==> src/source/uart_pkg.sv <==
package uart_pkg;

  // Start, eight data bits, parity and stop.
  localparam int FRAME_BITS = 11;
  localparam int DATA_BITS  = 8;

  localparam logic START_BIT = 1'b0;
  localparam logic STOP_BIT  = 1'b1;

  typedef struct packed {
    logic [DATA_BITS-1:0] data;
    logic                 parity;
  } uart_frame_t;

  // Taken from bit 15 of the command word.
  typedef enum logic {
    OP_WRITE = 1'b0,
    OP_READ  = 1'b1
  } cmd_op_e;

  typedef enum logic [2:0] {
    ST_IDLE    = 3'd0,
    ST_SEND_HI = 3'd1,
    ST_SEND_LO = 3'd2,
    ST_WAIT_RX = 3'd3,
    ST_DONE    = 3'd4
  } ctrl_state_e;

  // Odd parity over the data byte.
  function automatic logic odd_parity(input logic [DATA_BITS-1:0] data);
    return ~^data;
  endfunction

  function automatic uart_frame_t make_frame(input logic [DATA_BITS-1:0] data);
    uart_frame_t frame;
    frame.data   = data;
    frame.parity = odd_parity(data);
    return frame;
  endfunction

endpackage

==> src/source/uart_baud_timer.sv <==
`timescale 1ns/1ns

module uart_baud_timer #(
  parameter int CLK_FREQ = 50_000_000,
  parameter int BR       = 115200
) (
  input  logic clk,
  input  logic rst_n,
  input  logic run,
  input  logic restart,
  output logic bit_tick,
  output logic mid_tick
);

  localparam int DIVISOR = CLK_FREQ / BR;
  localparam int CNT_W   = $clog2(DIVISOR);

  localparam logic [CNT_W-1:0] LAST_CNT = CNT_W'(DIVISOR - 1);
  localparam logic [CNT_W-1:0] MID_CNT  = CNT_W'(DIVISOR / 2 - 1);

  logic [CNT_W-1:0] cnt;
  logic             counting;

  // A restart cycle starts a fresh bit period and gives no tick.
  assign counting = run && !restart;
  assign bit_tick = counting && (cnt == LAST_CNT);
  assign mid_tick = counting && (cnt == MID_CNT);

  always_ff @(posedge clk or negedge rst_n) begin
    if (!rst_n) begin
      cnt <= '0;
    end else if (!counting || cnt == LAST_CNT) begin
      cnt <= '0;
    end else begin
      cnt <= cnt + 1'b1;
    end
  end

  assert property (@(posedge clk) disable iff (!rst_n) !(bit_tick && mid_tick))
    else $error("bit_tick and mid_tick high together");

endmodule

==> src/source/uart_tx_shifter.sv <==
`timescale 1ns/1ns

module uart_tx_shifter import uart_pkg::*; (
  input  logic        clk,
  input  logic        rst_n,
  input  logic        start,
  input  uart_frame_t frame,
  input  logic        bit_tick,
  output logic        tx,
  output logic        done
);

  // The start bit goes straight to tx, the rest waits here.
  localparam int SHIFT_W = FRAME_BITS - 1;
  localparam int CNT_W   = $clog2(FRAME_BITS);

  logic [SHIFT_W-1:0] shift_q;
  logic [CNT_W-1:0]   bit_cnt;
  logic               busy;
  logic               last_bit;

  assign last_bit = bit_cnt == CNT_W'(FRAME_BITS - 1);

  // Ends with the stop bit, so a new start can follow without a gap.
  assign done = busy && bit_tick && last_bit;

  always_ff @(posedge clk or negedge rst_n) begin
    if (!rst_n) begin
      busy    <= 1'b0;
      bit_cnt <= '0;
      tx      <= 1'b1;
    end else if (start) begin
      busy    <= 1'b1;
      bit_cnt <= '0;
      tx      <= START_BIT;
    end else if (busy && bit_tick) begin
      if (last_bit) begin
        busy <= 1'b0;
        tx   <= 1'b1;
      end else begin
        bit_cnt <= bit_cnt + 1'b1;
        tx      <= shift_q[0];
      end
    end
  end

  always_ff @(posedge clk) begin
    if (start) begin
      shift_q <= {STOP_BIT, frame.parity, frame.data};
    end else if (busy && bit_tick) begin
      shift_q <= {STOP_BIT, shift_q[SHIFT_W-1:1]};
    end
  end

  // A new frame may only start once the current stop bit is over.
  assert property (@(posedge clk) disable iff (!rst_n) start |-> (!busy || done))
    else $error("tx start while a frame is in flight");

endmodule

==> src/source/uart_rx_sampler.sv <==
`timescale 1ns/1ns

module uart_rx_sampler import uart_pkg::*; #(
  parameter int CHEAK = 1
) (
  input  logic        clk,
  input  logic        rst_n,
  input  logic        enable,
  input  logic        rx,
  input  logic        mid_tick,
  output logic        restart,
  output uart_frame_t frame,
  output logic        error,
  output logic        done
);

  localparam int IDX_W = $clog2(FRAME_BITS);

  localparam logic [IDX_W-1:0] PARITY_IDX = IDX_W'(DATA_BITS + 1);
  localparam logic [IDX_W-1:0] STOP_IDX   = IDX_W'(FRAME_BITS - 1);

  // Two synchronising flops plus one of history for edge detection.
  logic [2:0]           rx_sync;
  logic                 rx_s;
  logic                 rx_fall;
  logic                 busy;
  logic [IDX_W-1:0]     bit_idx;
  logic [DATA_BITS-1:0] data_q;
  logic                 parity_q;
  logic                 parity_bad;
  logic                 data_bit;

  assign rx_s    = rx_sync[1];
  assign rx_fall = rx_sync[2] && !rx_sync[1];

  // Realigns the shared timer so mid_tick lands mid-bit.
  assign restart = enable && !busy && rx_fall;

  assign data_bit = (bit_idx >= IDX_W'(1)) && (bit_idx <= IDX_W'(DATA_BITS));

  // Valid on the stop-bit sample, with the stop bit still on rx_s.
  assign done       = busy && mid_tick && (bit_idx == STOP_IDX);
  assign parity_bad = (CHEAK != 0) && (parity_q != odd_parity(data_q));
  assign error      = (rx_s != STOP_BIT) || parity_bad;
  assign frame      = '{data: data_q, parity: parity_q};

  always_ff @(posedge clk or negedge rst_n) begin
    if (!rst_n) begin
      rx_sync <= '1;
    end else begin
      rx_sync <= {rx_sync[1:0], rx};
    end
  end

  always_ff @(posedge clk or negedge rst_n) begin
    if (!rst_n) begin
      busy    <= 1'b0;
      bit_idx <= '0;
    end else if (!enable) begin
      busy <= 1'b0;
    end else if (restart) begin
      busy    <= 1'b1;
      bit_idx <= '0;
    end else if (busy && mid_tick) begin
      if (bit_idx == '0 && rx_s != START_BIT) begin
        // Glitch, not a real start bit.
        busy <= 1'b0;
      end else if (bit_idx == STOP_IDX) begin
        busy <= 1'b0;
      end else begin
        bit_idx <= bit_idx + 1'b1;
      end
    end
  end

  // LSB arrives first.
  always_ff @(posedge clk) begin
    if (busy && mid_tick) begin
      if (data_bit) begin
        data_q <= {rx_s, data_q[DATA_BITS-1:1]};
      end
      if (bit_idx == PARITY_IDX) begin
        parity_q <= rx_s;
      end
    end
  end

endmodule

==> src/source/uart_cmd_ctrl.sv <==
`timescale 1ns/1ns

module uart_cmd_ctrl import uart_pkg::*; #(
  parameter int CMD_WIDTH  = 16,
  parameter int READ_WIDTH = 8
) (
  input  logic                 clk,
  input  logic                 rst_n,
  input  logic [CMD_WIDTH-1:0] cmd_in,
  input  logic                 cmd_vld,
  output logic                 cmd_rdy,
  output logic                 timer_run,
  output logic                 timer_restart,
  output uart_frame_t          tx_frame,
  output logic                 tx_start,
  input  logic                 tx_done,
  input  logic                 rx_restart,
  output logic                 rx_enable,
  input  uart_frame_t          rx_frame,
  input  logic                 rx_error,
  input  logic                 rx_done,
  output logic                 read_rdy,
  output logic [READ_WIDTH:0]  read_data
);

  ctrl_state_e          state;
  cmd_op_e              op;
  logic [CMD_WIDTH-1:0] cmd_q;
  logic                 first_q;
  logic                 accept;

  assign accept  = cmd_vld && cmd_rdy;
  assign op      = cmd_op_e'(cmd_q[CMD_WIDTH-1]);
  assign cmd_rdy = (state == ST_IDLE);

  assign timer_run = state inside {ST_SEND_HI, ST_SEND_LO, ST_WAIT_RX};
  // Only the first frame restarts the timer.
  assign timer_restart = first_q || rx_restart;
  assign rx_enable     = (state == ST_WAIT_RX);

  // High byte on the first cycle of ST_SEND_HI, low byte right as it ends.
  assign tx_start = (state == ST_SEND_HI) && (first_q || tx_done);
  assign tx_frame = make_frame(first_q ? cmd_q[CMD_WIDTH-1 -: DATA_BITS]
                                       : cmd_q[DATA_BITS-1:0]);

  always_ff @(posedge clk) begin
    if (accept) begin
      cmd_q <= cmd_in;
    end
  end

  always_ff @(posedge clk or negedge rst_n) begin
    if (!rst_n) begin
      state     <= ST_IDLE;
      first_q   <= 1'b0;
      read_rdy  <= 1'b0;
      read_data <= '0;
    end else begin
      first_q  <= accept;
      read_rdy <= 1'b0;
      case (state)
        ST_IDLE: begin
          if (accept) begin
            state <= ST_SEND_HI;
          end
        end
        ST_SEND_HI: begin
          if (tx_done) begin
            state <= ST_SEND_LO;
          end
        end
        ST_SEND_LO: begin
          if (tx_done) begin
            state <= (op == OP_READ) ? ST_WAIT_RX : ST_DONE;
          end
        end
        ST_WAIT_RX: begin
          if (rx_done) begin
            read_data <= {rx_error, READ_WIDTH'(rx_frame.data)};
            read_rdy  <= 1'b1;
            state     <= ST_DONE;
          end
        end
        ST_DONE: begin
          state <= ST_IDLE;
        end
        default: begin
          state <= ST_IDLE;
        end
      endcase
    end
  end

  // A frame that has just started is still tracked by a send state.
  assert property (@(posedge clk) disable iff (!rst_n)
    tx_start |=> state inside {ST_SEND_HI, ST_SEND_LO})
    else $error("tx_start not followed by a send state");

  // The opcode captured at acceptance must still be a read when data returns.
  assert property (@(posedge clk) disable iff (!rst_n) read_rdy |-> op == OP_READ)
    else $error("read_rdy for a write command");

endmodule

==> src/source/uart.sv <==
`timescale 1ns/1ns

module uart import uart_pkg::*; #(
  parameter int CLK_FREQ   = 50_000_000,
  parameter int BR         = 115200,
  parameter int CHEAK      = 1,
  parameter int CMD_WIDTH  = 16,
  parameter int READ_WIDTH = 8
) (
  input  logic                 clk,
  input  logic                 rst_n,
  input  logic [CMD_WIDTH-1:0] cmd_in,
  input  logic                 cmd_vld,
  input  logic                 rx,
  output logic                 tx,
  output logic                 read_rdy,
  output logic [READ_WIDTH:0]  read_data,
  output logic                 cmd_rdy
);

  logic        timer_run;
  logic        timer_restart;
  logic        bit_tick;
  logic        mid_tick;
  uart_frame_t tx_frame;
  logic        tx_start;
  logic        tx_done;
  logic        rx_restart;
  logic        rx_enable;
  uart_frame_t rx_frame;
  logic        rx_error;
  logic        rx_done;

  uart_cmd_ctrl #(
    .CMD_WIDTH  (CMD_WIDTH),
    .READ_WIDTH (READ_WIDTH)
  ) u_ctrl (
    .clk           (clk),
    .rst_n         (rst_n),
    .cmd_in        (cmd_in),
    .cmd_vld       (cmd_vld),
    .cmd_rdy       (cmd_rdy),
    .timer_run     (timer_run),
    .timer_restart (timer_restart),
    .tx_frame      (tx_frame),
    .tx_start      (tx_start),
    .tx_done       (tx_done),
    .rx_restart    (rx_restart),
    .rx_enable     (rx_enable),
    .rx_frame      (rx_frame),
    .rx_error      (rx_error),
    .rx_done       (rx_done),
    .read_rdy      (read_rdy),
    .read_data     (read_data)
  );

  // Shared by both directions; the controller never overlaps them.
  uart_baud_timer #(
    .CLK_FREQ (CLK_FREQ),
    .BR       (BR)
  ) u_timer (
    .clk      (clk),
    .rst_n    (rst_n),
    .run      (timer_run),
    .restart  (timer_restart),
    .bit_tick (bit_tick),
    .mid_tick (mid_tick)
  );

  uart_tx_shifter u_tx (
    .clk      (clk),
    .rst_n    (rst_n),
    .start    (tx_start),
    .frame    (tx_frame),
    .bit_tick (bit_tick),
    .tx       (tx),
    .done     (tx_done)
  );

  uart_rx_sampler #(
    .CHEAK (CHEAK)
  ) u_rx (
    .clk      (clk),
    .rst_n    (rst_n),
    .enable   (rx_enable),
    .rx       (rx),
    .mid_tick (mid_tick),
    .restart  (rx_restart),
    .frame    (rx_frame),
    .error    (rx_error),
    .done     (rx_done)
  );

endmodule

==> config.mk <==
export PLATFORM = sky130hd
export DESIGN_NAME = uart
export DESIGN_NICKNAME = d
export VERILOG_FILES = /design/src/source/uart_pkg.sv /design/src/source/uart_baud_timer.sv /design/src/source/uart_tx_shifter.sv /design/src/source/uart_rx_sampler.sv /design/src/source/uart_cmd_ctrl.sv /design/src/source/uart.sv
export SDC_FILE = /design/constraint.sdc
export NUM_CORES = 1
export LEC_CHECK = 0
export ABC_AREA = 1
export BUFFER_PORTS_ARGS = -buffer_cell sky130_fd_sc_hd__buf_2
export CORE_AREA = 2 2 88 90
export CTS_CLUSTER_DIAMETER = 100
export DETAILED_ROUTE_END_ITERATION = 8
export DIE_AREA = 0 0 90 92
export PLACE_DENSITY = 0.69
export RECOVER_POWER = 50
export SLEW_MARGIN = 5
export SYNTH_ARGS = -nofsm -noshare
export SYNTH_HDL_FRONTEND = slang
export SYNTH_SLANG_ARGS = --single-unit
==> constraint.sdc <==
create_clock -name clk -period 4.2 [get_ports clk]
set_input_delay 0.42 -clock clk [delete_from_list [all_inputs] [get_ports clk]]
set_output_delay 0.42 -clock clk [all_outputs]
set_load 0.02 [all_outputs]
==> results.md <==
### Worst setup path
* **crit path from** u_timer.cnt[0]
* **crit path capture type** flip-flop
* **reg-to-reg critical path endpoint** u_rx.data_q[0]
* **critical path start-end classification** flip-flop to flip-flop
* **reg-to-reg startpoint** u_timer.cnt[0]
* **path depth of the worst reg2reg path** 8
* **launching element type of the critical path** flip-flop
* **worst-path maximum fanout** 8
* **worst reg2reg setup slack** 1850 ps
* **termination of the worst setup path** u_rx.data_q[0]
* **Arrival @ worst endpoint** 2310 ps
* **Data required, critical path** 4170 ps

### Timing
* **Max Freq** 426 MHz
* **slew at the pin with the worst max-slew slack** 2010 ps
* **fraction of the cycle the final worst path needs** 55.9%
* **Setup Skew** 3.94 ps
* **aggregate negative setup slack** 0 ps
* **crit path time final** 2350 ps
* **setup violators final** 0
* **RSZ-0062 raised after global routing** false
* **worst max-slew margin expressed relative to the limit** -34.0%
* **number of max-slew violations in the final report** 38
* **hold violation count in the final report** 0

### Global route
* **overflow left after global routing** 0
* **wire length of the first global-routing pass** 10.2 mm
* **GRT Total Usage** 15.5%
* **maximum number of pins on one net before global-route repair** 38
* **vias in the first global route** 2236
* **antenna violations before repair** 0

### Die
* **die outline height** 92 um
* **standard-cell rows** 32
* **floorplan core area** 7450 sq um
* **Initial Utilization** 47.9%
* **top-level port count** 32
* **Die Span X** 90 um
* **die area** 8280 sq um

### Synthesis
* **ranking of synthesized cells by instance count** nand2_1, inv_1, nor2_1, edfxtp_1, dfrtp_1
* **cell types with the largest area share after synthesis** edfxtp_1, dfrtp_1, nand2_1
* **number of enable-type register cells in the synthesized netlist** 34
* **flops & latches, synth** 71
* **net count after synthesis** 427
* **cell type with the highest aggregate area in the netlist** edfxtp_1
* **distinct cell type count of the synthesized netlist** 37
* **sequential fraction of the synthesis area** 54.7%
* **average footprint of a synthesized cell** 8.99 sq um
* **number of warnings printed during yosys synthesis** 0
* **most frequent cell after synthesis** nand2_1
* **proportion of register bits with asynchronous set or reset after synthesis** 52.1%
* **post-synthesis instance area** 3570 sq um
* **count of mapped cells out of synthesis** 397
* **top_reg_cell synth** edfxtp_1
* **top cell type's share of synthesized area** 28.6%

### Status
* **violations in the final reports** capacitance limit, slew limit
* **run status** finished, violations left

### Drt
* **count of TritonRoute iterations in the first routing pass** 4
* **via/cell ratio** 4.64
* **DRT iter0 DRCs** 123
* **vias after detailed routing** 2502
* **per-cell routed wire length** 11.0 um
* **Antenna Violating Nets Remaining** 0
* **wire length after detailed routing** 5.93 mm
* **# DRC** 0

### Final layout
* **synthesis-to-finish area growth** 10.4%
* **Final #Nets** 462
* **final std cell area, no fill** 3940 sq um
* **total inserted antenna cells** 0
* **number of inserted filler cells in the final layout** 722
* **area of the multi-input gates** 1330 sq um
* **share of cells above drive strength 1** 14.4%
* **area occupied by registers** 1950 sq um

### Clock network
* **number of sinks driven by the clock tree** 71
* **H-Tree Depth** 3
* **Max clock buf depth** 2
* **post-CTS repair timing setup buffer count** 0
* **total CTS buffers** 9
* **CTS tree** yes
* **register clock-pin slew on the reported worst setup and hold paths** 70 ps
* **clock latency reported for the late side of the worst-skew pair** 350 ps
* **post_cts resized** 0
* **number of buffers added to fix hold violations after cts** 0
* **clock root buffer** clkbuf_8

### Power and ir drop
* **worst vdd rail ir drop** 0.324 mV
* **Cell Pwr Density** 471 nW/um^2
* **cell leakage power** 0.00184 uW

### Place
* **Post-DP Area** 3800 sq um
* **# port buffers** 31
* **hpwl dp** 4.35 mm
* **final weighted congestion of routability-driven global placement** 0.802

### Flow run
* **max capacitance violation total** 1

### Hold path
* **class of the most critical hold timing path** input port to flip-flop

-- report_power, final --
group / switching [uW] / total, uW / internal (uW)
Clock: 254 / 465 / 211
Sequential: 72.5 / 902 / 830
Combinational: 321 / 491 / 170
-- cell usage in the layout (no fill, tap or decap), drive strengths merged, types with 4 or more instances in the layout --
| master | netlist | layout |
|---|---|---|
| dfstp | 4 | 4 |
| o21ai | 29 | 29 |
| edfxtp | 34 | 34 |
| nand3 | 17 | 17 |
| nand4 | 6 | 6 |
| dfrtp | 33 | 33 |
| ha | 10 | 10 |
| nor3b | 5 | 5 |
| nor2 | 40 | 40 |
| nand2 | 124 | 124 |
| buf | 8 | 19 |
| nor3 | 6 | 6 |
| inv | 60 | 60 |
| a21oi | 4 | 4 |
| clkbuf | 0 | 23 |
-- per-stage QoR --
stage          power, uW  worst slack, ps  instances  util (%)  hold slack [ps]
2_1_floorplan       1330             1520        397         -              124
3_3_place_gp        1400             1870        523      51.0              348
3_5_place_dp        1410             1800        523      51.0              350
4_1_cts             1880             1810        539      53.2              156
5_1_grt             1990             1570        539      52.9              150
6_report            1860             1850        539      52.9              171
-- worst min-delay path by stage --
| stage | from | to | slack [ps] | cells past startpoint |
|---|---|---|---|---|
| 6_report | rx | u_rx.rx_sync[0] | 170 | 1 |
| 5_1_grt | rx | u_rx.rx_sync[0] | 150 | 1 |
| 4_1_cts | rx | u_rx.rx_sync[0] | 160 | 1 |
| 3_5_place_dp | u_rx.rx_sync[0] | u_rx.rx_sync[1] | 350 | 0 |
| 3_3_place_gp | u_rx.rx_sync[0] | u_rx.rx_sync[1] | 350 | 0 |
| 2_1_floorplan | rst_n | u_ctrl.first_q | 120 | 0 |
-- metal layers --
| layer | share of wire [%] | vias up | track usage, % | routed length, um |
|---|---|---|---|---|
| li1 | - | 1338 | - | - |
| met4 | 1.4 | 0 | 5.51 | 85 |
| met1 | 51 | 1112 | 22.1 | 3020 |
| met5 | 0 | - | 0 | 0 |
| met3 | 4.6 | 9 | 5.09 | 272 |
| met2 | 43 | 43 | 22.2 | 2550 |
-- critical path: stages, from the launching register on --
cell and delay, ps:
dfrtp_1 430, inv_1 80, ha_1 140, nand2_1 60, inv_1 50, nand3_1 70, nor2_1 170, nand2_1 120
a311oi_1 860
-- state kept, by name, indices dropped and copies added, names as in the netlist, 3 cells and up --
name	count
u_ctrl.cmd_q	16
u_tx.shift_q	9
u_rx.data_q	8
u_tx.bit_cnt	4
u_ctrl.read_data	9
u_ctrl.state	3
u_rx.rx_sync	3
u_rx.bit_idx	4
u_timer.cnt	9
-- area by class of cell --
| type | count | share of cell area (%) |
|---|---|---|
| clock inverter | 6 | 0.952 |
| inverter | 60 | 5.71 |
| multi-input combinational | 258 | 33.7 |
| clock buffer | 10 | 3.24 |
| timing repair buffer | 32 | 3.65 |
| tap | 102 | 3.24 |
| sequential | 71 | 49.5 |
-- logic make-up after synthesis --
family	Yosys count	share of synthesized area, %
fa+ha+maj	10	3.51
xor+xnor	6	1.47
simple gates	203	25.5
buf+inv	68	8.27
compound gates	39	6.59
flops	71	54.7
No activity file was read; power rests on OpenSTA's default activity.
